$ cat src/mxu_pkg.sv
package mxu_pkg;

        // lanes, one sample memory each
        localparam int NUM_LANES = 4;

        // sample and coefficient format
        localparam int SAMPLE_W         = 16;
        localparam int SAMPLES_PER_WORD = 4;
        localparam int WORD_W           = SAMPLE_W * SAMPLES_PER_WORD;

        // full product and one beat's adder tree output
        localparam int PROD_W = 2 * SAMPLE_W;
        localparam int SUM_W  = PROD_W + $clog2(SAMPLES_PER_WORD);

        // accumulator, also the result width
        localparam int ACC_W = 40;

        // job geometry: up to 16 beats per column, up to 64 columns
        localparam int BEAT_W    = 4;
        localparam int COL_W     = 6;
        localparam int COE_ADR_W = COL_W + BEAT_W; // {column, beat}

        localparam int LANE_W = $clog2(NUM_LANES);

        // group buffer in the drain, sequencer holds one credit per slot
        localparam int GROUP_SLOTS = 2;
        localparam int SLOT_W      = $clog2(GROUP_SLOTS + 1);
        localparam int GRP_PTR_W   = $clog2(GROUP_SLOTS);

        // result credits granted by the downstream after reset
        localparam int OUT_CREDITS = 4;
        localparam int CRED_W      = $clog2(OUT_CREDITS + 1);

        // address sequencer
        typedef enum logic [1:0] {
                ST_IDLE  = 2'd0, // waiting for trg
                ST_RUN   = 2'd1, // one beat address per cycle
                ST_STALL = 2'd2  // column boundary, no slot credit
        } seq_state_t;

endpackage

$ cat src/mac_lane.sv
`timescale 1ns/1ps

module mac_lane import mxu_pkg::*; (
        input  logic              clk,
        input  logic              rst,
        input  logic [WORD_W-1:0] adc_word,
        input  logic [WORD_W-1:0] coe_word,
        input  logic              beat_valid,
        input  logic              beat_first,
        input  logic              beat_last,
        output logic              lane_valid,
        output logic [ACC_W-1:0]  lane_acc
);

        logic signed [PROD_W-1:0] prod [SAMPLES_PER_WORD];
        logic signed [SUM_W-1:0]  pair_sum [SAMPLES_PER_WORD/2];
        logic signed [SUM_W-1:0]  word_sum;
        logic signed [ACC_W-1:0]  acc;
        logic                     p_valid;
        logic                     p_first;
        logic                     p_last;

        // stage one, elementwise products
        always_ff @(posedge clk) begin
                for (int i = 0; i < SAMPLES_PER_WORD; i++) begin
                        prod[i] <= $signed(adc_word[i*SAMPLE_W +: SAMPLE_W]) *
                                   $signed(coe_word[i*SAMPLE_W +: SAMPLE_W]);
                end
        end

        always_ff @(posedge clk) begin
                if (rst) begin
                        p_valid <= 1'b0;
                        p_first <= 1'b0;
                        p_last  <= 1'b0;
                end else begin
                        p_valid <= beat_valid;
                        p_first <= beat_first;
                        p_last  <= beat_last;
                end
        end

        // adder tree
        always_comb begin
                for (int j = 0; j < SAMPLES_PER_WORD/2; j++) begin
                        pair_sum[j] = prod[2*j] + prod[2*j+1];
                end
                word_sum = '0;
                for (int j = 0; j < SAMPLES_PER_WORD/2; j++) begin
                        word_sum = word_sum + pair_sum[j];
                end
        end

        // stage two, load on first beat else accumulate
        always_ff @(posedge clk) begin
                if (p_valid)
                        acc <= p_first ? word_sum : acc + word_sum;
        end

        always_ff @(posedge clk) begin
                if (rst)
                        lane_valid <= 1'b0;
                else
                        lane_valid <= p_valid && p_last;
        end

        assign lane_acc = acc; // held one cycle, next column loads after

endmodule

$ cat config.mk
export PLATFORM = sky130hd
export DESIGN_NAME = mac_lane
export DESIGN_NICKNAME = d
export VERILOG_FILES = /design/src/mxu_pkg.sv /design/src/mac_lane.sv
export SDC_FILE = /design/constraint.sdc
export NUM_CORES = 2
export LEC_CHECK = 0
export ABC_CLOCK_PERIOD_IN_PS = 10200
export BUFFER_PORTS_ARGS = -buffer_cell sky130_fd_sc_hd__buf_2
export CAP_MARGIN = 25
export CORE_MARGIN = 5
export CORE_UTILIZATION = 70
export DETAILED_ROUTE_END_ITERATION = 7
export PLACE_DENSITY_LB_ADDON = 0.05
export SYNTH_ARGS = -nofsm -noshare
export SYNTH_HDL_FRONTEND = slang
export SYNTH_SLANG_ARGS = --single-unit
$ cat constraint.sdc
create_clock -name clk -period 10.2 [get_ports clk]
set_input_delay 0 -clock clk [delete_from_list [all_inputs] [get_ports clk]]
set_output_delay 0 -clock clk [all_outputs]
set_load 0.05 [all_outputs]
==> results.cfg <==
[placed_design]
dpl_cell_area_um2 = 50120
dp_hpwl_um = 95180
place_congestion = 0.9281
io_buffers = 173

[synthesis]
synth.net_count = 6955
ys.flop_type = dfxtp_1
synth_warnings = 0
synth_cell_types = 70
avgSynthCellArea_um2 = 9.169
syn_inst = 5303
async_reset_ff_frac = 0
synth_edf_count = 40
synth-seq-cells = 172
syn_area_um2 = 48620
yosysSeqAreaShare = 0.07905

[grt]
grt_max_degree = 70
grt_antenna_before_repair = 4
overflow = 0
grt.total_usage = 0.3169
grt_pass1_vias = 37680
grt_pass1_wl_um = 190600

[critical_path]
crit_family = compound AO/OA/AOI/OAI gates
criticalPathCategory = reg -> reg
cp_slowest_stage_delay_ns = 0.60
slowest_stage = ha_1
crit_end = lane_acc[39]
rr_worst_depth = 25
worstPathRequired_ns = 10.37
path_depth = 25
crit_start = prod[1][1]
cp-end-kind = flip-flop
worst-r2r-setup-slack_ns = 3.66
r2r_end = lane_acc[39]
worst_setup_path_start_kind = flip-flop
cp_max_fo = 9
r2r_start = prod[1][1]
cp_num_buf_inv = 3
cp.arrival_ns = 6.71

[sta]
period_share = 0.6414
fmax_mhz = 152.9
maxSlewViolCount = 0
fin_setup_tns_ns = 0
tightestPinTransition_ns = 1.139
fin_crit_ns = 6.542
rsz0062_at_grt = false
hold_viol_final = 0
skew_ns = 0.01125
whs_ns = 0.03718
setup_viol = 0
max-slew-margin-rel = 0.2373

[cells_and_area]
drive_above_1_share = 0.04133
final_common_cell = inv_1
final_cell_mix = 1373 x inv_1, 1114 x fa_1, 643 x nand2_1
num-nets-final = 7010
area_growth_pct = 4.449
n_antenna_cell = 0
final_area_um2 = 50790

[floorplan]
die_w_um = 273.6
row_count = 96
initial_core_util = 0.7077
die_area_um2 = 74830
die_h_um = 273.6
core_area_um2 = 68710
io_pins = 174

[route]
ant_nets = 0
num_vias = 34980
avgRoutedWirePerCell_um = 17.96
first_pass_iters = 6
via_per_inst = 5.551
route.detailed.drc = 0
drt_wl_total_um = 113200
drtIter0Drc = 2524

[clocking]
cts_buffer_depth = 2
ctsResizeCount = 0
htree_levels = 4
clock_sinks = 172
cts_tree = done
clock_latency_ns = 0.46
clkTransAtPathRegs_ns = 0.07
cts_root_buf = clkbuf_16
cts_buffers = 17

[hold_path]
min_path_type = in -> reg

[flow_run]
maxCapViolations = 0

[run_status]
status = finished, final reports clean
[final cells by class]
class | instances | area, um2
sequential | 172 | 3846
tap | 931 | 1165
clock inverter | 15 | 181.4
multi-input combinational | 3613 | 39080
clock buffer | 17 | 425.4
timing repair buffer | 180 | 933.4
fill | 5292 | 17920
inverter | 1374 | 5157
[through the flow]
step,worst slack (ns),utilization,std cells
floorplan,4.307,-,5303
global placement,3.872,0.7295,6264
detailed placement,3.752,0.7295,6264
CTS,3.740,0.7392,6302
global route,3.242,0.7392,6302
finish,3.658,0.7392,6302
[cells in the mapped netlist (all sizes together) (25+ instances only)]
| master | n | area [um2] |
|---|---|---|
| nand2b | 32 | 200.2 |
| xor2 | 58 | 508.0 |
| nand2 | 643 | 2414 |
| edfxtp | 40 | 1201 |
| dfxtp | 132 | 2643 |
| and2 | 436 | 2728 |
| nor2 | 142 | 533.0 |
| xnor2 | 147 | 1287 |
| nor3 | 27 | 135.1 |
| o21bai | 25 | 187.7 |
| o21ai | 120 | 600.6 |
| fa | 1114 | 22300 |
| o21a | 25 | 187.7 |
| a21oi | 149 | 760.7 |
| clkbuf | 141 | 529.3 |
| a21o | 73 | 548.0 |
| inv | 1374 | 5157 |
| nand3 | 25 | 125.1 |
| ha | 405 | 5067 |
[per-layer routing]
metal / share of wire / track usage / wire [um]
met1: 0.41 / 0.4454 / 46650
met2: 0.49 / 0.5359 / 55670
met3: 0.068 / 0.03751 / 7673
met4: 0.028 / 0.07713 / 3130
met5: 0.00030 / 0 / 34
[registers in the layout, indices dropped and copies added, names as in the netlist]
signal / count
lane_acc: 40
lane_valid: 1
p_first: 1
p_last: 1
p_valid: 1
prod: 128
[worst register-to-register path: cells and delay by family (launching register included)]
family / cells / cell delay, ns
and+or+nand+nor: 5 / 0.73
DFF: 1 / 0.32
xor gates and xnor gates: 2 / 0.32
adders and majority gates: 5 / 2.25
buffers and inverters: 3 / 0.17
AOI/OAI and AO/OA: 10 / 2.44
[kinds of logic (layout without fill, tap and decap cells)]
group           after synthesis  count (layout)  synth area share
simple gates               1369            1369            0.1350
buf+inv                    1518            1586            0.1173
compound gates              514             514           0.06747
mux                           6               6          0.001364
fa+ha+maj                  1519            1519            0.5629
xor+xnor                    205             205           0.03693
flops                       172             172           0.07905
[how the worst min path moves through the flow]
| stage | depth (start not counted) | end | slack, ns | startpoint |
|---|---|---|---|---|
| final | 2 | prod[1][0] | 0.04 | adc_word[16] |
| after global routing | 2 | prod[3][0] | 0.04 | coe_word[48] |
| after global placement | 2 | lane_valid | 0.21 | rst |
| after CTS | 2 | prod[1][0] | 0.03 | adc_word[16] |
| after detailed placement | 2 | p_valid | 0.20 | rst |
| after floorplan | 1 | lane_valid | 0.07 | rst |
[repair_timing]
| action | 4_1_cts | 5_1_grt |
|---|---|---|
| buffers inserted | 0 | 0 |
| hold buffers | 6 | 0 |
| endpoints found under the hold margin | 5 | 0 |
Power is left out: the tool's default activity adds up to more than one toggle a clock period on the data nets, which glitch-free logic cannot reach.
