--- src/mxu_pkg.sv ---
package mxu_pkg;

        // lanes, one sample memory each
        localparam int NUM_LANES = 4;

        // sample and coefficient format
        localparam int SAMPLE_W         = 16;
        localparam int SAMPLES_PER_WORD = 4;
        localparam int WORD_W           = SAMPLE_W * SAMPLES_PER_WORD;

        // full product and one beat's adder tree output
        localparam int PROD_W = 2 * SAMPLE_W;
        localparam int SUM_W  = PROD_W + $clog2(SAMPLES_PER_WORD);

        // accumulator, also the result width
        localparam int ACC_W = 40;

        // job geometry: up to 16 beats per column, up to 64 columns
        localparam int BEAT_W    = 4;
        localparam int COL_W     = 6;
        localparam int COE_ADR_W = COL_W + BEAT_W; // {column, beat}

        localparam int LANE_W = $clog2(NUM_LANES);

        // group buffer in the drain, sequencer holds one credit per slot
        localparam int GROUP_SLOTS = 2;
        localparam int SLOT_W      = $clog2(GROUP_SLOTS + 1);
        localparam int GRP_PTR_W   = $clog2(GROUP_SLOTS);

        // result credits granted by the downstream after reset
        localparam int OUT_CREDITS = 4;
        localparam int CRED_W      = $clog2(OUT_CREDITS + 1);

        // address sequencer
        typedef enum logic [1:0] {
                ST_IDLE  = 2'd0, // waiting for trg
                ST_RUN   = 2'd1, // one beat address per cycle
                ST_STALL = 2'd2  // column boundary, no slot credit
        } seq_state_t;

endpackage

--- src/result_drain.sv ---
`timescale 1ns/1ps

module result_drain import mxu_pkg::*; (
        input  logic                       clk,
        input  logic                       rst,
        input  logic [NUM_LANES-1:0]       lane_valid,
        input  logic [NUM_LANES*ACC_W-1:0] lane_acc,
        input  logic                       res_credit,
        output logic                       res_valid,
        output logic [LANE_W-1:0]          res_lane,
        output logic [ACC_W-1:0]           res_dat,
        output logic                       slot_free
);

        logic [NUM_LANES*ACC_W-1:0] grp_mem [GROUP_SLOTS];
        logic [GRP_PTR_W-1:0]       wr_ptr;
        logic [GRP_PTR_W-1:0]       rd_ptr;
        logic [SLOT_W-1:0]          grp_cnt;
        logic [CRED_W-1:0]          cred_cnt;
        logic [LANE_W-1:0]          lane_idx;
        logic                       grp_wr;
        logic                       send;
        logic                       grp_done;

        assign grp_wr   = &lane_valid; // lanes run in lockstep
        assign send     = (grp_cnt != '0) && (cred_cnt != '0);
        assign grp_done = send && (lane_idx == LANE_W'(NUM_LANES - 1));

        // group ring buffer
        always_ff @(posedge clk) begin
                if (grp_wr)
                        grp_mem[wr_ptr] <= lane_acc;
        end

        always_ff @(posedge clk) begin
                if (rst) begin
                        wr_ptr  <= '0;
                        rd_ptr  <= '0;
                        grp_cnt <= '0;
                end else begin
                        grp_cnt <= grp_cnt + SLOT_W'(grp_wr) - SLOT_W'(grp_done);
                        if (grp_wr)
                                wr_ptr <= (wr_ptr == GRP_PTR_W'(GROUP_SLOTS - 1)) ?
                                          '0 : wr_ptr + 1'b1;
                        if (grp_done)
                                rd_ptr <= (rd_ptr == GRP_PTR_W'(GROUP_SLOTS - 1)) ?
                                          '0 : rd_ptr + 1'b1;
                end
        end

        // serializer, lane 0 first
        always_ff @(posedge clk) begin
                if (rst) begin
                        lane_idx  <= '0;
                        cred_cnt  <= CRED_W'(OUT_CREDITS);
                        res_valid <= 1'b0;
                        slot_free <= 1'b0;
                end else begin
                        cred_cnt  <= cred_cnt + CRED_W'(res_credit) - CRED_W'(send);
                        res_valid <= send;
                        slot_free <= grp_done; // back to the sequencer
                        if (send)
                                lane_idx <= grp_done ? '0 : lane_idx + 1'b1;
                end
        end

        always_ff @(posedge clk) begin
                if (send) begin
                        res_lane <= lane_idx;
                        res_dat  <= grp_mem[rd_ptr][lane_idx*ACC_W +: ACC_W];
                end
        end

endmodule

--- config.mk ---
export PLATFORM = sky130hd
export DESIGN_NAME = result_drain
export DESIGN_NICKNAME = d
export VERILOG_FILES = /design/src/mxu_pkg.sv /design/src/result_drain.sv
export SDC_FILE = /design/constraint.sdc
export NUM_CORES = 1
export LEC_CHECK = 0
export ABC_CLOCK_PERIOD_IN_PS = 12100
export BUFFER_PORTS_ARGS = -buffer_cell sky130_fd_sc_hd__buf_2
export CORE_UTILIZATION = 25
export DETAILED_ROUTE_END_ITERATION = 10
export PLACE_DENSITY = 0.39
export SETUP_SLACK_MARGIN = 0.15
export SLEW_MARGIN = 40
export SYNTH_ARGS = -nofsm -noshare
export SYNTH_HDL_FRONTEND = slang
export SYNTH_SLANG_ARGS = --single-unit
--- constraint.sdc ---
create_clock -name clk -period 12.1 [get_ports clk]
set_input_delay 1.21 -clock clk [delete_from_list [all_inputs] [get_ports clk]]
set_output_delay 1.21 -clock clk [all_outputs]
set_load 0.03 [all_outputs]
==> results.py <==
metrics = {
    "floorplan": {
        "chipWidth_um": 239,
        "top_level_ports": 211,
        "floorplan.initialDensity_pct": 25.4,
        "placement_rows": 86,
        "die-area_mm2": 0.0574,
        "die_outline_height_um": 239,
        "core-area_mm2": 0.0554,
    },
    "drt": {
        "vias": 6456,
        "detail-route-antenna-nets": 0,
        "avgRoutedWirePerCell_um": 19.1,
        "dr.pass1.iters": 4,
        "drt_first_iter_violations": 244,
        "post-route-drc-count": 0,
        "routed_wl_um": 30300,
        "vias_per_cell": 4.08,
    },
    "global_routing": {
        "pin_count_of_the_biggest_net_entering_global_routing": 85,
        "grt_pass1_vias": 6933,
        "grt_overflow": 0,
        "grt_first_pass_wirelength_um": 44200,
        "number_of_antenna_violations_at_the_first_check_in_global_routing": 7,
        "grt_usage_pct": 10.6,
    },
    "clocking": {
        "cts_hold_buffers": 0,
        "post-cts-setup-buffer-count": 0,
        "cts_tree": "done",
        "cts-htree-levels": 2,
        "cts.path.max_buffers": 3,
        "cts.clk_slew.worst_paths_ns": 0.06,
        "tritoncts.num_buffers": 44,
        "clock_sink_count": 374,
        "worst_skew_pair.late_latency_ns": 0.56,
        "cts_repair_resize_count": 0,
        "cts.root.buffer_cell": "sky130_fd_sc_hd__clkbuf_16",
    },
    "sta": {
        "fin_worst_hold_slack_ns": 0.515,
        "clock_skew_ns": 0.0245,
        "timing_worst_slew_pin_value_ns": 0.756,
        "final.period_utilization_pct": 23.3,
        "rsz_0062_raised_after_global_routing": "no",
        "max_freq_ghz": 0.354,
        "finalSetupTns_ns": 0,
        "timing.final.crit_period_ns": 2.82,
        "setup_viol": 0,
        "drv_slew": 0,
        "timing.max_slew.rel_slack_pct": 49.6,
        "final-hold-violation-count": 0,
    },
    "layout": {
        "most-common-layout-cells": "sky130_fd_sc_hd__edfxtp_1, sky130_fd_sc_hd__buf_2, sky130_fd_sc_hd__mux4_1, sky130_fd_sc_hd__clkbuf_16, sky130_fd_sc_hd__mux2_2",
        "area_delta_synth_final_pct": 23.7,
        "num-fill-cells": 5357,
        "mostFrequentLayoutCell": "sky130_fd_sc_hd__edfxtp_1",
        "num-nets-final": 974,
        "post_route_cells_drive_above_1_share_pct": 38.8,
        "postLayoutCoreUtil_pct": 31.5,
    },
    "worst_setup_path": {
        "startpoint_type": "input port",
        "worst_setup_path_startpoint": "lane_valid[2]",
        "crit_path_max_fanout": 55,
        "worstReg2RegStart": "cred_cnt[1]",
        "crit_path_capture_type": "register",
        "required_ns": 12.27,
        "timing.setup.critical_path_class": "input port to register",
        "worst-endpoint-arrival_ns": 3.00,
    },
    "power_and_ir_drop": {
        "finalPower_mw": 2.79,
        "leakagePower_nw": 5.87,
        "power_per_cell_area_mw_per_mm2": 160,
        "max-vdd-ir-drop_mv": 0.0853,
    },
    "synthesis": {
        "syn-cell-area_mm2": 0.0141,
        "yosys.cell_types.count": 25,
        "ys_top_cells_by_area": "sky130_fd_sc_hd__edfxtp_1, sky130_fd_sc_hd__mux4_1, sky130_fd_sc_hd__mux2_2",
        "yosys.area_share.adder_pct": 0.586,
        "synth_compound_gate_area_share_pct": 0.257,
        "synth_top_cell_by_area": "sky130_fd_sc_hd__edfxtp_1",
        "syn-instance-count": 559,
        "synth-warning-count": 0,
        "syn-mean-instance-area_um2": 25.2,
        "share_of_cell_area_taken_by_muxes_after_synthesis_pct": 18.2,
        "synthSimpleGateAreaFrac_pct": 0.621,
        "ys_seq_area_share_pct": 78.8,
        "synth_top_cell_area_share_pct": 77.1,
        "net_count_synth": 732,
        "synth_seq_cells": 374,
        "area_share_of_xor_xnor_cells_in_the_synthesized_design_pct": 0.248,
        "synth_top_family_by_area": "multiplexers",
    },
    "placement": {
        "number_of_port_buffers": 210,
        "hpwlAfterDp_um": 17600,
        "place_congestion": 0.637,
    },
    "min_path": {
        "worst_hold_path_type": "register to register",
        "worstHoldStart": "rd_ptr",
    },
    "status": {
        "status": "complete, no violations",
    },
    "job": {
        "max-cap-violations": 0,
    },
}
[per-layer routing]
layer / up-vias / wire length (um) / GRT usage (%)
li1: 2931 / - / -
met1: 3295 / 13300 / 13.2
met2: 156 / 14400 / 17.4
met3: 64 / 1780 / 3.53
met4: 10 / 730 / 3.36
met5: - / 64 / 0
[path summary, 6_finish.rpt]
kind,to,slack [ns],depth (start not counted)
max,grp_mem[0][45],9.28,5
min,register,0.51,2
max reg2reg,cred_cnt[2],9.55,10
min reg2reg,register,0.51,2
[layout make-up]
cell class	count	area, um^2	share of cell area, %
Antenna cell	2	5.00	0.0287
Timing Repair Buffer	220	1200	6.89
Sequential cell	374	11100	63.8
Clock buffer	63	1180	6.78
Tap cell	748	936	5.37
Clock inverter	16	150	0.861
Multi-Input combinational cell	154	2820	16.2
Inverter	7	26.3	0.151
[sequential cells by signal (all words and copies together), names as in the netlist, named ones only]
name / cells
grp_mem: 320
lane_idx: 2
res_lane: 2
wr_ptr: 1
grp_cnt: 2
res_valid: 1
slot_free: 1
rd_ptr: 1
res_dat: 40
cred_cnt: 3
[critical path, cell delays in order]
cell	delay, ns
sky130_fd_sc_hd__buf_2	0.08
sky130_fd_sc_hd__nand4_1	0.29
sky130_fd_sc_hd__nor2_4	0.18
sky130_fd_sc_hd__buf_6	0.48
sky130_fd_sc_hd__buf_4	0.66
[power by group]
part | switching, mW | internal (mW)
Sequential | 0.00894 | 1.44
Clock | 0.512 | 0.723
Combinational | 0.0552 | 0.0463
Total | 0.576 | 2.21
[metrics by stage]
step	std cells	setup WS (ns)	cell area, um^2
floorplan	559	3.34	14100
global route	1582	9.14	17400
detailed placement	1503	8.64	16100
CTS	1582	9.23	17400
finish	1584	9.28	17400
global placement	1501	8.34	16000
[cell usage after synthesis, drive strengths merged]
library cell  count
edfxtp          362
mux4             80
mux2             40
buf              15
dfxtp            12
clkbuf            9
nor2              8
inv               7
ha                5
a21oi             3
nor2b             2
nor3              2
or3               2
xnor2             2
xor2              2
and2              1
fa                1
mux2i             1
nand2             1
nand2b            1
nand4             1
o21ai             1
o32ai             1
[kinds of logic after synthesis]
family,Yosys count
buffers and inverters,31
XOR/XNOR,4
adder cells (fa/ha/maj),6
AND/OR/NAND/NOR,18
flip-flops,374
AO/OA/AOI/OAI,5
multiplexers,121
Note: power is estimated with default switching activity, not from simulation.
