**src/mxu_pkg.sv**
```systemverilog
package mxu_pkg;

        // lanes, one sample memory each
        localparam int NUM_LANES = 4;

        // sample and coefficient format
        localparam int SAMPLE_W         = 16;
        localparam int SAMPLES_PER_WORD = 4;
        localparam int WORD_W           = SAMPLE_W * SAMPLES_PER_WORD;

        // full product and one beat's adder tree output
        localparam int PROD_W = 2 * SAMPLE_W;
        localparam int SUM_W  = PROD_W + $clog2(SAMPLES_PER_WORD);

        // accumulator, also the result width
        localparam int ACC_W = 40;

        // job geometry: up to 16 beats per column, up to 64 columns
        localparam int BEAT_W    = 4;
        localparam int COL_W     = 6;
        localparam int COE_ADR_W = COL_W + BEAT_W; // {column, beat}

        localparam int LANE_W = $clog2(NUM_LANES);

        // group buffer in the drain, sequencer holds one credit per slot
        localparam int GROUP_SLOTS = 2;
        localparam int SLOT_W      = $clog2(GROUP_SLOTS + 1);
        localparam int GRP_PTR_W   = $clog2(GROUP_SLOTS);

        // result credits granted by the downstream after reset
        localparam int OUT_CREDITS = 4;
        localparam int CRED_W      = $clog2(OUT_CREDITS + 1);

        // address sequencer
        typedef enum logic [1:0] {
                ST_IDLE  = 2'd0, // waiting for trg
                ST_RUN   = 2'd1, // one beat address per cycle
                ST_STALL = 2'd2  // column boundary, no slot credit
        } seq_state_t;

endpackage

```
**src/matrix_seq.sv**
```systemverilog
`timescale 1ns/1ps

module matrix_seq import mxu_pkg::*; (
        input  logic                 clk,
        input  logic                 rst,
        input  logic                 trg,
        input  logic [COL_W-1:0]     num_cols,  // count minus 1
        input  logic [BEAT_W-1:0]    num_beats, // count minus 1
        input  logic                 slot_free,
        output logic [BEAT_W-1:0]    adc_adr,
        output logic [COE_ADR_W-1:0] coe_adr,
        output logic                 busy,
        output logic                 beat_valid,
        output logic                 beat_first,
        output logic                 beat_last
);

        seq_state_t          state;
        logic [COL_W-1:0]    cols_hld;
        logic [BEAT_W-1:0]   beats_hld;
        logic [COL_W-1:0]    col_cnt;
        logic [BEAT_W-1:0]   beat_cnt;
        logic [SLOT_W-1:0]   slot_cnt;
        logic                slot_ok;
        logic                last_beat;
        logic                last_col;
        logic                issue;
        logic                col_start;

        // a returning slot can be spent in the same cycle
        assign slot_ok   = (slot_cnt != '0) || slot_free;
        assign last_beat = (beat_cnt == beats_hld);
        assign last_col  = (col_cnt == cols_hld);
        assign issue     = (state == ST_RUN);

        always_comb begin
                case (state)
                        ST_IDLE:  col_start = trg && slot_ok;
                        ST_RUN:   col_start = last_beat && !last_col && slot_ok;
                        ST_STALL: col_start = slot_ok;
                        default:  col_start = 1'b0;
                endcase
        end

        always_ff @(posedge clk) begin
                if (rst) begin
                        state     <= ST_IDLE;
                        cols_hld  <= '0;
                        beats_hld <= '0;
                        col_cnt   <= '0;
                        beat_cnt  <= '0;
                        slot_cnt  <= SLOT_W'(GROUP_SLOTS);
                end else begin
                        slot_cnt <= slot_cnt + SLOT_W'(slot_free) - SLOT_W'(col_start);
                        case (state)
                                ST_IDLE: begin
                                        if (trg) begin
                                                cols_hld  <= num_cols;
                                                beats_hld <= num_beats;
                                                col_cnt   <= '0;
                                                beat_cnt  <= '0;
                                                state     <= slot_ok ? ST_RUN : ST_STALL;
                                        end
                                end
                                ST_RUN: begin
                                        if (last_beat) begin
                                                beat_cnt <= '0; // sample address restarts
                                                if (last_col) begin
                                                        state <= ST_IDLE;
                                                end else begin
                                                        col_cnt <= col_cnt + 1'b1;
                                                        if (!slot_ok)
                                                                state <= ST_STALL;
                                                end
                                        end else begin
                                                beat_cnt <= beat_cnt + 1'b1;
                                        end
                                end
                                ST_STALL: begin
                                        if (slot_ok)
                                                state <= ST_RUN;
                                end
                                default: state <= ST_IDLE;
                        endcase
                end
        end

        // flags follow the address by one cycle, in step with rdat
        always_ff @(posedge clk) begin
                if (rst) begin
                        beat_valid <= 1'b0;
                        beat_first <= 1'b0;
                        beat_last  <= 1'b0;
                end else begin
                        beat_valid <= issue;
                        beat_first <= issue && (beat_cnt == '0);
                        beat_last  <= issue && last_beat;
                end
        end

        assign adc_adr = beat_cnt;
        assign coe_adr = {col_cnt, beat_cnt};
        assign busy    = (state != ST_IDLE);

endmodule

```
**config.mk**
```make
export PLATFORM = sky130hd
export DESIGN_NAME = matrix_seq
export DESIGN_NICKNAME = d
export VERILOG_FILES = /design/src/mxu_pkg.sv /design/src/matrix_seq.sv
export SDC_FILE = /design/constraint.sdc
export NUM_CORES = 1
export LEC_CHECK = 0
export BUFFER_PORTS_ARGS = -buffer_cell sky130_fd_sc_hd__buf_2
export CORE_ASPECT_RATIO = 1.75
export CORE_MARGIN = 8
export CORE_UTILIZATION = 52
export CTS_CLUSTER_DIAMETER = 60
export DETAILED_ROUTE_END_ITERATION = 16
export PLACE_DENSITY_LB_ADDON = 0.15
export RECOVER_POWER = 50
export SLEW_MARGIN = 10
export SYNTH_ARGS = -nofsm -noshare
export SYNTH_HDL_FRONTEND = slang
export SYNTH_SLANG_ARGS = --single-unit
```
**constraint.sdc**
```tcl
create_clock -name clk -period 2.8 [get_ports clk]
set_input_delay 0.28 -clock clk [delete_from_list [all_inputs] [get_ports clk]]
set_output_delay 0.28 -clock clk [all_outputs]
set_load 0.005 [all_outputs]
```
==> impl_metrics.prom, run 1 <==
# TYPE chip_impl_metric gauge
chip_impl_metric{name="worst-path-max-fanout",unit=""} 8
chip_impl_metric{name="synth_seq_area_share",unit=""} 0.4075
chip_impl_metric{name="slew_viol_final",unit=""} 0
chip_impl_metric{name="tritoncts_num_sinks",unit=""} 27
chip_impl_metric{name="ir_worst_vdd",unit="V"} 0.0004907
chip_impl_metric{name="yosys.area.top_type_share",unit=""} 0.4075
chip_impl_metric{name="fin_setup_tns",unit="ps"} 0
chip_impl_info{name="worst_path_max_delay_cell",value="dfxtp_1"} 1
chip_impl_info{name="outcome",value="complete, no violations"} 1
chip_impl_info{name="worstSetupEndpointType",value="register"} 1
chip_impl_metric{name="final_wirelength",unit="um"} 2802
chip_impl_metric{name="nets",unit=""} 201
chip_impl_metric{name="power.clock.fraction",unit=""} 0.184
chip_impl_info{name="grt.busiest_layer",value="met2"} 1
chip_impl_metric{name="floorplan.die.height",unit="um"} 82.81
chip_impl_metric{name="grt_max_degree",unit=""} 25
chip_impl_metric{name="placementRows",unit=""} 24
chip_impl_metric{name="finalSetupViolations",unit=""} 0
chip_impl_metric{name="antenna_violations_before_repair",unit=""} 0
chip_impl_info{name="setup_repair_after_global_routing_missed_its_margin",value="no"} 1
chip_impl_metric{name="hpwl",unit="um"} 2252
chip_impl_metric{name="grtUsageMet1",unit=""} 0.1460
chip_impl_metric{name="port_buffers",unit=""} 31
chip_impl_info{name="min_path_type",value="input port to register"} 1
chip_impl_metric{name="synth_async_sr_flop_share",unit=""} 0
chip_impl_metric{name="shortest_period_the_worst_path_allows",unit="ps"} 2334
chip_impl_metric{name="mappedNetlistArea",unit="um^2"} 1326
chip_impl_metric{name="gp_weighted_congestion",unit=""} 0.8016
chip_impl_info{name="crit_chain",value="xor2_1, nor4_2, o311a_2, nor2_1, nor2_1, ha_1, inv_1, ha_1, xor2_1, xnor2_1, nand2_1"} 1
chip_impl_info{name="top_ff_cell_synth",value="dfxtp_1"} 1
chip_impl_metric{name="synthesis.instances",unit=""} 154
chip_impl_info{name="worstHoldStart",value="num_cols[3]"} 1
chip_impl_metric{name="area_growth_syn_to_layout",unit="%"} 12.26
chip_impl_metric{name="ant_nets",unit=""} 0
chip_impl_metric{name="cts_hold_repair.buffers",unit=""} 0
chip_impl_metric{name="layout-drive-gt1-share",unit=""} 0.1602
chip_impl_metric{name="fin_skew",unit="ps"} 3.571
chip_impl_metric{name="global_route_wire_length_before_repair",unit="um"} 4802
chip_impl_metric{name="nFillCells",unit=""} 238
chip_impl_metric{name="start_util",unit=""} 0.5386
chip_impl_metric{name="power.sequential.fraction",unit=""} 0.443
chip_impl_metric{name="critical_path_s_largest_stage_delay",unit="ps"} 480
chip_impl_metric{name="slew_headroom",unit=""} 0.6023
chip_impl_metric{name="initialDrtViolationCount",unit=""} 35
chip_impl_metric{name="post-route-drc-count",unit=""} 0
chip_impl_info{name="largest_cells_by_area_after_synthesis",value="dfxtp_1 (41%), nand2_1 (7.1%), ha_1 (4.7%), a21oi_1 (4.5%), nor2_1 (4.5%)"} 1
chip_impl_metric{name="h_tree_depth",unit=""} 1
chip_impl_metric{name="clock_tree.buffer_depth",unit=""} 2
chip_impl_metric{name="synthDistinctLibCells",unit=""} 37
chip_impl_metric{name="internal_power",unit="mW"} 0.7372
chip_impl_info{name="rr_startpoint",value="adc_adr[0]"} 1
chip_impl_metric{name="p_sw_frac",unit=""} 0.3549
chip_impl_metric{name="die-area",unit="um^2"} 4486
chip_impl_metric{name="syn_avg_cell_area",unit="um^2"} 8.612
chip_impl_metric{name="finalCritPeriodShare",unit=""} 0.8335
chip_impl_info{name="clk_root_buffer_cell",value="clkbuf_8"} 1
chip_impl_metric{name="power.combinational.fraction",unit=""} 0.373
chip_impl_metric{name="cts_setup_buffers",unit=""} 0
chip_impl_info{name="yosys_top_cell_by_area",value="dfxtp_1"} 1
chip_impl_metric{name="clkTransAtPathRegs",unit="ps"} 90
chip_impl_metric{name="viasPerCell",unit=""} 5.459
chip_impl_metric{name="detailedPlace.worstSlack",unit="ps"} 451.0
chip_impl_metric{name="clkLatencyLatePin",unit="ps"} 260
chip_impl_metric{name="groute.usage.overall",unit=""} 0.1304
chip_impl_metric{name="use_met2",unit=""} 0.2317
chip_impl_metric{name="hold_viol",unit=""} 0
chip_impl_metric{name="drt_pre_antenna_iters",unit=""} 4
chip_impl_metric{name="fmaxAchievable",unit="MHz"} 428.5
chip_impl_metric{name="power.leakage",unit="nW"} 0.6723
chip_impl_info{name="tritoncts",value="built"} 1
chip_impl_info{name="top_cell_types_by_occurrence_after_synthesis",value="dfxtp_1 (27), nand2_1 (25), nor2_1 (16)"} 1
chip_impl_metric{name="worst-path-buf-inv",unit=""} 1
chip_impl_metric{name="timing_worst_slew_pin_value",unit="ps"} 596.2
chip_impl_metric{name="ys_ff_latch",unit=""} 27
chip_impl_metric{name="wire_per_inst",unit="um"} 13.54
chip_impl_metric{name="p_per_area",unit="nW/um^2"} 767.5
chip_impl_metric{name="via_count_of_the_first_global_routing_pass",unit=""} 1111
chip_impl_info{name="crit_start",value="adc_adr[0]"} 1
chip_impl_metric{name="io-pin-count",unit=""} 32
chip_impl_metric{name="syn-num-nets",unit=""} 173
chip_impl_info{name="critical_path.top_delay_family",value="simple AND/OR/NAND/NOR gates"} 1
chip_impl_metric{name="total_switching_power",unit="mW"} 0.4055
chip_impl_metric{name="grt_util_met3",unit=""} 0.03036
chip_impl_metric{name="maxCapViolations",unit=""} 0
chip_impl_metric{name="ctsResizeCount",unit=""} 0
chip_impl_metric{name="grt-ovfl-total",unit=""} 0
chip_impl_metric{name="antenna_cells_inserted",unit=""} 0
chip_impl_info{name="timing_worst_setup_path_type",value="register to register"} 1
chip_impl_info{name="yosysMostFrequentCell",value="dfxtp_1"} 1
chip_impl_metric{name="yosys_warnings",unit=""} 0
chip_impl_metric{name="postLayoutSetupSlackWorst",unit="ps"} 466.3
chip_impl_metric{name="cts-buffers-inserted",unit=""} 3
chip_impl_info{name="cp-start-kind",value="register"} 1
chip_impl_metric{name="core_region_area",unit="um^2"} 2462
chip_impl_metric{name="detailroute.via_count",unit=""} 1130
chip_impl_metric{name="crit_required",unit="ps"} 2960
chip_impl_metric{name="synth_edf_count",unit=""} 0
chip_impl_metric{name="die_w",unit="um"} 54.18
chip_impl_metric{name="timing.critical_path.arrival",unit="ps"} 2500
==> through the flow <==
step	total power, mW	cell area, um^2	hold WS (ps)	utilization	std cells
2_1_floorplan	0.8467	1326	351.5	-	154
3_3_place_gp	0.9425	1469	457.7	0.5965	203
3_5_place_dp	0.9661	1469	467.3	0.5965	203
4_1_cts	1.175	1514	243.5	0.6148	207
5_1_grt	1.236	1489	245.7	0.6047	207
6_report	1.143	1489	242.7	0.6047	207
==> tightest hold or removal path, stage by stage <==
cell and delay, ps:
buf_2 90, nand2_1 40, a21oi_1 50
==> routing by layer <==
| layer | vias up | part of all wire |
|---|---|---|
| li1 | 576 | - |
| met1 | 533 | 0.40 |
| met2 | 19 | 0.54 |
| met3 | 2 | 0.051 |
| met4 | 0 | 0.0075 |
| met5 | - | 0 |
==> power groups by stage <==
| stage | sequential, mW | clock [mW] | combinational (mW) |
|---|---|---|---|
| 2_1_floorplan | 0.510 | 0 | 0.337 |
| 6_report | 0.506 | 0.211 | 0.426 |
| 4_1_cts | 0.509 | 0.217 | 0.450 |
| 3_3_place_gp | 0.513 | 0 | 0.429 |
| 5_1_grt | 0.514 | 0.232 | 0.490 |
| 3_5_place_dp | 0.517 | 0 | 0.449 |
==> cells by family after synthesis <==
logic type      share of synthesized area
compound gates                     0.1226
xor+xnor                          0.08491
fa+ha+maj                         0.04717
buf+inv                           0.05094
flops                              0.4075
simple gates                       0.2868
==> final timing paths <==
check             slack (ps)  depth (start not counted)           to
setup reg to reg         470                         11  slot_cnt[1]
hold / removal           240                          3  cols_hld[3]
setup / recovery         470                         11  slot_cnt[1]
hold reg to reg          470                          2  cols_hld[2]
==> layout by cell type (no fill, tap or decap) <==
cell type / instances
xor2_2: 1
ha_1: 5
nor4_2: 1
nor3_2: 1
buf_2: 17
nand3_1: 4
nor3_4: 1
a32oi_1: 1
nand3b_1: 1
or3_1: 2
a21o_1: 2
nor2b_1: 3
a22o_1: 1
o211ai_1: 1
and3_1: 4
a221o_1: 4
o311a_2: 1
nor3b_1: 2
clkbuf_1: 15
o22ai_1: 1
nor4b_1: 1
o21ai_0: 1
dfxtp_1: 27
or2_2: 2
clkbuf_8: 3
inv_1: 6
nand4_1: 1
and2b_4: 1
nand2b_1: 1
and2_0: 1
or4_4: 1
nand2_1: 25
nor3_1: 4
xnor2_1: 5
nor2_1: 16
xor2_1: 6
a21oi_1: 12
==> registers in the layout, summed over array words and instances, names as in the netlist <==
name and flops:
beat_valid 1, slot_cnt 2, col_cnt 6, beat_last 1
cols_hld 6, beats_hld 4, beat_first 1, state 2
adc_adr 4
==> area by class of cell <==
class,count,area [um^2],share of cell area
clock buffer,4,45.04,0.03025
multi-input combinational,113,710.7,0.4773
tap,26,32.53,0.02185
inverter,6,22.52,0.01513
sequential,27,540.5,0.3630
timing repair buffer,31,137.6,0.09244
No activity file was read; power rests on OpenSTA's default activity.
==> inputs of run 2 (changes only) <==
==> constraint.sdc (replaced) <==
create_clock -name clk -period 2.17 [get_ports clk]
set_input_delay 0.217 -clock clk [delete_from_list [all_inputs] [get_ports clk]]
set_output_delay 0.217 -clock clk [all_outputs]
set_load 0.005 [all_outputs]
==> impl_metrics.prom, run 2 (same netlist as run 1, synthesis figures left out) <==
# TYPE chip_impl_metric gauge
chip_impl_metric{name="floorplan.die.height",unit="um"} 82.81
chip_impl_metric{name="detailroute.via_count",unit=""} 1188
chip_impl_info{name="largestRegisters",value="col_cnt x6, cols_hld x6"} 1
chip_impl_metric{name="crit_required",unit="ps"} 2340
chip_impl_metric{name="area_used_by_multi_input_combinational_logic",unit="um^2"} 777.0
chip_impl_metric{name="slew_headroom",unit=""} 0.6915
chip_impl_metric{name="grt-ovfl-total",unit=""} 0
chip_impl_metric{name="cts_hold_repair.buffers",unit=""} 0
chip_impl_metric{name="antenna_violations_before_repair",unit=""} 0
chip_impl_metric{name="drt_pre_antenna_iters",unit=""} 4
chip_impl_metric{name="antenna_cells_inserted",unit=""} 0
chip_impl_metric{name="p_per_area",unit="nW/um^2"} 976.1
chip_impl_metric{name="grt_max_degree",unit=""} 25
chip_impl_metric{name="start_util",unit=""} 0.5386
chip_impl_metric{name="worst-path-max-fanout",unit=""} 2
chip_impl_metric{name="dp.cells",unit=""} 215
chip_impl_metric{name="power.combinational.fraction",unit=""} 0.446
chip_impl_metric{name="groute.usage.overall",unit=""} 0.1450
chip_impl_metric{name="timing_worst_slew_pin_value",unit="ps"} 462.7
chip_impl_metric{name="clkLatencyLatePin",unit="ps"} 270
chip_impl_info{name="violated_checks",value="negative setup slack"} 1
chip_impl_metric{name="internal_power",unit="mW"} 1.067
chip_impl_info{name="mostFrequentLayoutCell",value="buf_2"} 1
chip_impl_metric{name="fin_cells",unit=""} 221
chip_impl_info{name="outcome",value="complete, but fails checks"} 1
chip_impl_metric{name="global_route_wire_length_before_repair",unit="um"} 5244
chip_impl_info{name="min_delay_worst_endpoint",value="cols_hld[4]"} 1
chip_impl_metric{name="via_count_of_the_first_global_routing_pass",unit=""} 1238
chip_impl_metric{name="maxCapViolations",unit=""} 0
chip_impl_metric{name="detailedPlace.worstSlack",unit="ps"} -19.27
chip_impl_metric{name="worst_case_reg_to_reg_path_depth",unit=""} 11
chip_impl_metric{name="reg2reg_slack",unit="ps"} -50
chip_impl_info{name="min_path_type",value="input port to register"} 1
chip_impl_metric{name="hold_viol",unit=""} 0
chip_impl_info{name="worstSetupEndpointType",value="register"} 1
chip_impl_metric{name="fmaxAchievable",unit="MHz"} 450.7
chip_impl_metric{name="io-pin-count",unit=""} 32
chip_impl_info{name="clk_root_buffer_cell",value="clkbuf_8"} 1
chip_impl_info{name="cp-start-kind",value="register"} 1
chip_impl_metric{name="viasPerCell",unit=""} 5.376
chip_impl_metric{name="nFillCells",unit=""} 208
chip_impl_metric{name="power.sequential.fraction",unit=""} 0.383
chip_impl_metric{name="final_wirelength",unit="um"} 3102
chip_impl_metric{name="ir_worst_vdd",unit="V"} 0.0006636
chip_impl_metric{name="critical_path_s_largest_stage_delay",unit="ps"} 410
chip_impl_info{name="worst_path_max_delay_cell",value="o311a_4"} 1
chip_impl_metric{name="final_cell_area",unit="um^2"} 1692
chip_impl_info{name="worstHoldStart",value="num_cols[4]"} 1
chip_impl_metric{name="power.leakage",unit="nW"} 0.8215
chip_impl_metric{name="gp_weighted_congestion",unit=""} 0.7995
chip_impl_metric{name="finalPower",unit="mW"} 1.651
chip_impl_metric{name="hpwl",unit="um"} 2365
chip_impl_metric{name="ant_nets",unit=""} 0
chip_impl_metric{name="hold-worst-slack",unit="ps"} 167.2
chip_impl_metric{name="area_growth_syn_to_layout",unit="%"} 27.55
chip_impl_metric{name="postLayoutSetupSlackWorst",unit="ps"} -48.61
chip_impl_metric{name="placementRows",unit=""} 24
chip_impl_metric{name="total_switching_power",unit="mW"} 0.5842
chip_impl_metric{name="clkTransAtPathRegs",unit="ps"} 90
chip_impl_metric{name="core_region_area",unit="um^2"} 2462
chip_impl_metric{name="wire_per_inst",unit="um"} 14.04
chip_impl_metric{name="fin_setup_tns",unit="ps"} -48.61
chip_impl_info{name="rr_startpoint",value="col_cnt[2]"} 1
chip_impl_metric{name="layout-drive-gt1-share",unit=""} 0.3744
chip_impl_metric{name="worst_hold_path.num_cells",unit=""} 3
chip_impl_metric{name="shortest_period_the_worst_path_allows",unit="ps"} 2219
chip_impl_metric{name="slew_viol_final",unit=""} 0
chip_impl_info{name="crit_chain",value="xnor2_2, nand4_1, o311a_4, nor2_4, nor2_1, ha_1, inv_1, ha_2, xor2_1, xnor2_1, nand2_1"} 1
chip_impl_metric{name="initialDrtViolationCount",unit=""} 30
chip_impl_metric{name="h_tree_depth",unit=""} 1
chip_impl_info{name="setup_repair_after_global_routing_missed_its_margin",value="yes"} 1
chip_impl_metric{name="power.clock.fraction",unit=""} 0.172
chip_impl_metric{name="fin_skew",unit="ps"} 6.198
chip_impl_metric{name="tritoncts_num_sinks",unit=""} 27
chip_impl_metric{name="die_w",unit="um"} 54.18
chip_impl_metric{name="nets",unit=""} 215
chip_impl_metric{name="final_core_util",unit=""} 0.6870
chip_impl_metric{name="p_sw_frac",unit=""} 0.3538
chip_impl_info{name="tritoncts",value="built"} 1
chip_impl_metric{name="die-area",unit="um^2"} 4486
chip_impl_metric{name="postPlaceCellArea",unit="um^2"} 1559
chip_impl_metric{name="regArea",unit="um^2"} 554.3
chip_impl_metric{name="finalCritPeriodShare",unit=""} 1.022
chip_impl_metric{name="timing.critical_path.arrival",unit="ps"} 2390
chip_impl_metric{name="finalSetupViolations",unit=""} 1
chip_impl_metric{name="cts-buffers-inserted",unit=""} 3
chip_impl_metric{name="clock_tree.buffer_depth",unit=""} 2
chip_impl_metric{name="post-route-drc-count",unit=""} 0
chip_impl_metric{name="port_buffers",unit=""} 31
chip_impl_info{name="timing_worst_setup_path_type",value="register to register"} 1
chip_impl_info{name="endpoint_of_the_most_critical_register_to_register_path",value="slot_cnt[1]"} 1
chip_impl_info{name="layout_common_cells",value="buf_2 (31), nand2_1 (25), dfxtp_1 (18)"} 1
==> run 2: changes by cell type in the layout (fill, tap and decap cells not counted), moves of 4 or more <==
cell / before / now
clkbuf_1: 15 / 1
buf_2: 17 / 31
buf_4: 0 / 14
xnor2_1: 5 / 1
dfxtp_2: 0 / 8
dfxtp_1: 27 / 18
xnor2_2: 0 / 4
==> run 2: what timing repair did <==
item	4_1_cts	5_1_grt
resized for setup	6	13
setup buffers	1	1
endpoints found under the hold margin	0	0
endpoints found under the setup margin	1	1
pin swaps	5	11
==> run 2: worst max path at each step <==
stage | from | to | slack [ps] | cells past startpoint
floorplan | col_cnt[3] | slot_cnt[1] | 20 | 11
global placement | col_cnt[2] | slot_cnt[1] | 30 | 11
detailed placement | cols_hld[3] | slot_cnt[1] | -20 | 11
CTS | beats_hld[2] | slot_cnt[1] | -4 | 11
global route | col_cnt[2] | slot_cnt[1] | -210 | 11
finish | col_cnt[2] | slot_cnt[1] | -50 | 11
==> run 2: final cells by class <==
class	instances	share of cell area
inverter	6	0.01331
multi-input combinational	113	0.4593
timing repair buffer	45	0.1538
tap	26	0.01923
sequential	27	0.3277
clock buffer	4	0.02663
==> run 2: metal layers <==
metal	GRT usage	share of wire
met1	0.1602	0.40
met2	0.2484	0.54
met5	0	0
met3	0.02500	0.039
met4	0.06532	0.020
==> run 2: critical path, delay by kind of cell (launching register included) <==
| kind | cells | cell delay [ps] |
|---|---|---|
| AOI/OAI and AO/OA | 1 | 410 |
| DFF | 1 | 360 |
| adders and majority gates | 2 | 450 |
| buffers and inverters | 1 | 60 |
| and+or+nand+nor | 4 | 370 |
| xor gates and xnor gates | 3 | 470 |
==> run 2: power by group through the flow <==
stage	registers, mW	logic (mW)	clock network [mW]
CTS	0.627	0.698	0.291
global route	0.641	0.823	0.308
floorplan	0.657	0.435	0
detailed placement	0.636	0.660	0
global placement	0.634	0.638	0
finish	0.632	0.736	0.284
==> inputs of run 3 (changes only) <==
--- a/config.mk
+++ b/config.mk
@@ -5,10 +5,11 @@
 export SDC_FILE = /design/constraint.sdc
 export NUM_CORES = 1
 export LEC_CHECK = 0
+export ABC_AREA = 1
 export BUFFER_PORTS_ARGS = -buffer_cell sky130_fd_sc_hd__buf_2
 export CORE_ASPECT_RATIO = 1.75
 export CORE_MARGIN = 8
-export CORE_UTILIZATION = 52
+export CORE_UTILIZATION = 54
 export CTS_CLUSTER_DIAMETER = 60
 export DETAILED_ROUTE_END_ITERATION = 16
 export PLACE_DENSITY_LB_ADDON = 0.15
==> impl_metrics.prom, run 3 <==
# TYPE chip_impl_metric gauge
chip_impl_metric{name="cts-buffers-inserted",unit=""} 3
chip_impl_info{name="timing_worst_setup_path_type",value="register to register"} 1
chip_impl_metric{name="crit_required",unit="ps"} 2380
chip_impl_metric{name="grt-ovfl-total",unit=""} 0
chip_impl_metric{name="area_growth_syn_to_layout",unit="%"} 15.35
chip_impl_metric{name="adder_cell_area_share_of_the_yosys_netlist",unit=""} 0.04082
chip_impl_info{name="top_ff_cell_synth",value="dfxtp_1"} 1
chip_impl_metric{name="gp_weighted_congestion",unit=""} 0.8416
chip_impl_info{name="mostFrequentLayoutCell",value="nand2_1"} 1
chip_impl_metric{name="syn-num-nets",unit=""} 237
chip_impl_metric{name="shortest_period_the_worst_path_allows",unit="ps"} 2024
chip_impl_metric{name="post_synth_mux_area_share",unit=""} 0
chip_impl_metric{name="postPlaceCellArea",unit="um^2"} 1699
chip_impl_metric{name="tritoncts_num_sinks",unit=""} 27
chip_impl_metric{name="worst-path-max-fanout",unit=""} 5
chip_impl_metric{name="fin_skew",unit="ps"} 4.629
chip_impl_info{name="top_cell_types_by_occurrence_after_synthesis",value="nand2_1 (51), inv_1 (30), dfxtp_1 (27)"} 1
chip_impl_metric{name="fin_setup_tns",unit="ps"} 0
chip_impl_metric{name="synth_seq_area_share",unit=""} 0.3527
chip_impl_metric{name="mappedNetlistArea",unit="um^2"} 1533
chip_impl_metric{name="hold_viol",unit=""} 0
chip_impl_info{name="yosys_top_cell_by_area",value="dfxtp_1"} 1
chip_impl_metric{name="die-area",unit="um^2"} 4867
chip_impl_metric{name="slew_viol_final",unit=""} 0
chip_impl_metric{name="synth_async_sr_flop_share",unit=""} 0
chip_impl_metric{name="drt_pre_antenna_iters",unit=""} 4
chip_impl_metric{name="finalCritPeriodShare",unit=""} 0.9326
chip_impl_metric{name="yosys_warnings",unit=""} 0
chip_impl_metric{name="synthDistinctLibCells",unit=""} 28
chip_impl_metric{name="io-pin-count",unit=""} 32
chip_impl_metric{name="power.leakage",unit="nW"} 0.8579
chip_impl_metric{name="final_cell_area",unit="um^2"} 1768
chip_impl_info{name="outcome",value="complete, no violations"} 1
chip_impl_metric{name="p_per_area",unit="nW/um^2"} 1299
chip_impl_info{name="worstSetupEndpointType",value="register"} 1
chip_impl_metric{name="timing_worst_slew_pin_value",unit="ps"} 538.0
chip_impl_metric{name="timing.critical_path.arrival",unit="ps"} 2230
chip_impl_metric{name="antenna_violations_before_repair",unit=""} 0
chip_impl_metric{name="post-route-drc-count",unit=""} 0
chip_impl_metric{name="antenna_cells_inserted",unit=""} 0
chip_impl_metric{name="synth_simple_gate_area_share",unit=""} 0.2988
chip_impl_metric{name="ys_ff_latch",unit=""} 27
chip_impl_metric{name="synth_edf_count",unit=""} 0
chip_impl_metric{name="met1Wirelength",unit="um"} 1367
chip_impl_info{name="yosysMostFrequentCell",value="nand2_1"} 1
chip_impl_metric{name="cts_hold_repair.buffers",unit=""} 0
chip_impl_metric{name="port_buffers",unit=""} 31
chip_impl_metric{name="finalSetupViolations",unit=""} 0
chip_impl_metric{name="ant_nets",unit=""} 0
chip_impl_metric{name="via_count_of_the_first_global_routing_pass",unit=""} 1368
chip_impl_metric{name="h_tree_depth",unit=""} 1
chip_impl_metric{name="synth_xor_xnor_area_share",unit=""} 0.05633
chip_impl_metric{name="synthesis.instances",unit=""} 218
chip_impl_info{name="crit_chain",value="inv_2, nand2_1, nand2_1, nor2_2, nand3_2, nand3_4, nand2_4, o21ai_2, inv_1, ha_1, inv_1, ha_2, or2_2, nand3_1"} 1
chip_impl_metric{name="floorplan.die.height",unit="um"} 86.48
chip_impl_info{name="tritoncts",value="built"} 1
chip_impl_metric{name="maxCapViolations",unit=""} 0
chip_impl_info{name="worst_path_max_delay_cell",value="dfxtp_4"} 1
chip_impl_metric{name="nets",unit=""} 275
chip_impl_metric{name="met3_length",unit="um"} 224
chip_impl_metric{name="syn_avg_cell_area",unit="um^2"} 7.031
chip_impl_metric{name="viasPerCell",unit=""} 5.032
chip_impl_info{name="largest_cells_by_area_after_synthesis",value="dfxtp_1 (35%), nand2_1 (12%), inv_1 (7.3%), nor2_1 (5.9%), a21oi_1 (4.9%)"} 1
chip_impl_metric{name="clock_tree.buffer_depth",unit=""} 2
chip_impl_metric{name="global_route_wire_length_before_repair",unit="um"} 5692
chip_impl_metric{name="yosys.area.top_type_share",unit=""} 0.3527
chip_impl_metric{name="critical_path_s_largest_stage_delay",unit="ps"} 380
chip_impl_metric{name="die_w",unit="um"} 56.28
chip_impl_metric{name="detailroute.via_count",unit=""} 1419
chip_impl_metric{name="groute.usage.overall",unit=""} 0.1395
chip_impl_metric{name="slew_headroom",unit=""} 0.6400
chip_impl_metric{name="dr_wl_met2",unit="um"} 1808
chip_impl_info{name="largestRegisters",value="col_cnt x6, cols_hld x6"} 1
chip_impl_metric{name="placementRows",unit=""} 25
chip_impl_metric{name="fmaxAchievable",unit="MHz"} 494.1
chip_impl_metric{name="clkLatencyLatePin",unit="ps"} 270
chip_impl_metric{name="layout-drive-gt1-share",unit=""} 0.2275
chip_impl_metric{name="ir_worst_vdd",unit="V"} 0.0007733
chip_impl_info{name="layout_common_cells",value="nand2_1 (51), inv_1 (30), nor2_1 (25)"} 1
chip_impl_info{name="cp-start-kind",value="register"} 1
chip_impl_info{name="topRoutingLayerUsed",value="met4"} 1
chip_impl_metric{name="hpwl",unit="um"} 2653
chip_impl_metric{name="core_region_area",unit="um^2"} 2690
chip_impl_info{name="clk_root_buffer_cell",value="clkbuf_8"} 1
chip_impl_metric{name="final_wirelength",unit="um"} 3474
chip_impl_metric{name="grt_max_degree",unit=""} 23
chip_impl_info{name="main_combinational_cell_family_by_area_after_synthesis",value="simple AND/OR/NAND/NOR gates"} 1
chip_impl_metric{name="start_util",unit=""} 0.5698
chip_impl_metric{name="clkTransAtPathRegs",unit="ps"} 90
chip_impl_metric{name="synth_compound_area_frac",unit=""} 0.1192
chip_impl_metric{name="wire_per_inst",unit="um"} 12.32
chip_impl_metric{name="initialDrtViolationCount",unit=""} 40
chip_impl_info{name="min_path_type",value="input port to register"} 1
[run 3: final timing paths]
check	startpoint	end	slack [ps]	cells past startpoint
max	col_cnt[1]	slot_cnt[1]	150	14
min	num_beats[0]	beats_hld[0]	170	3
max reg2reg	col_cnt[1]	slot_cnt[1]	150	14
min reg2reg	cols_hld[4]	cols_hld[4]	470	2
[run 3: per-stage QoR]
step	hold WS [ps]	util	cells	power (mW)	setup WS, ps
global route	177.2	0.6572	282	2.523	-20.66
detailed placement	452.1	0.6316	273	1.953	56.07
floorplan	351.9	-	218	1.641	202.9
finish	168.8	0.6572	282	2.297	146.2
global placement	444.0	0.6316	273	1.940	63.55
CTS	164.0	0.6498	277	2.241	16.90
[run 3: metal layers]
layer / GRT usage / vias up
met4: 0.07033 / 0
met3: 0.04100 / 6
met1: 0.1296 / 627
met5: 0 / -
met2: 0.2634 / 42
li1: - / 744
[run 3: worst max-delay path: cells and delay by family (launching register included)]
| kind | cells | cell delay [ps] |
|---|---|---|
| buffers and inverters | 3 | 130 |
| AO/OA/AOI/OAI | 1 | 120 |
| adder cells (fa/ha/maj) | 2 | 420 |
| AND/OR/NAND/NOR | 8 | 900 |
| flip-flops | 1 | 380 |
[run 3: kinds of logic after synthesis]
| group | after synthesis |
|---|---|
| buf+inv | 44 |
| simple gates | 99 |
| fa+ha+maj | 5 |
| xor+xnor | 9 |
| compound gates | 34 |
| flops | 27 |
[run 3: area by class of cell]
cell class                      instances  area (um^2)
Clock buffer                            3        41.29
Clock inverter                          1        7.507
Fill cell                             272        922.1
Inverter                               34        127.6
Multi-Input combinational cell        147        788.3
Sequential cell                        27        551.8
Tap cell                               27        33.78
Timing Repair Buffer                   43        217.7
[run 3: repair_timing]
action,in CTS,in global routing
resized for setup,0,11
buffers inserted,0,5
endpoints found under the setup margin,0,2
[run 3: power by group]
part	switching, mW	internal, mW	total, mW
combinational	0.737	0.503	1.24
sequential	0.111	0.655	0.765
clock	0.160	0.130	0.291
total	1.01	1.29	2.30
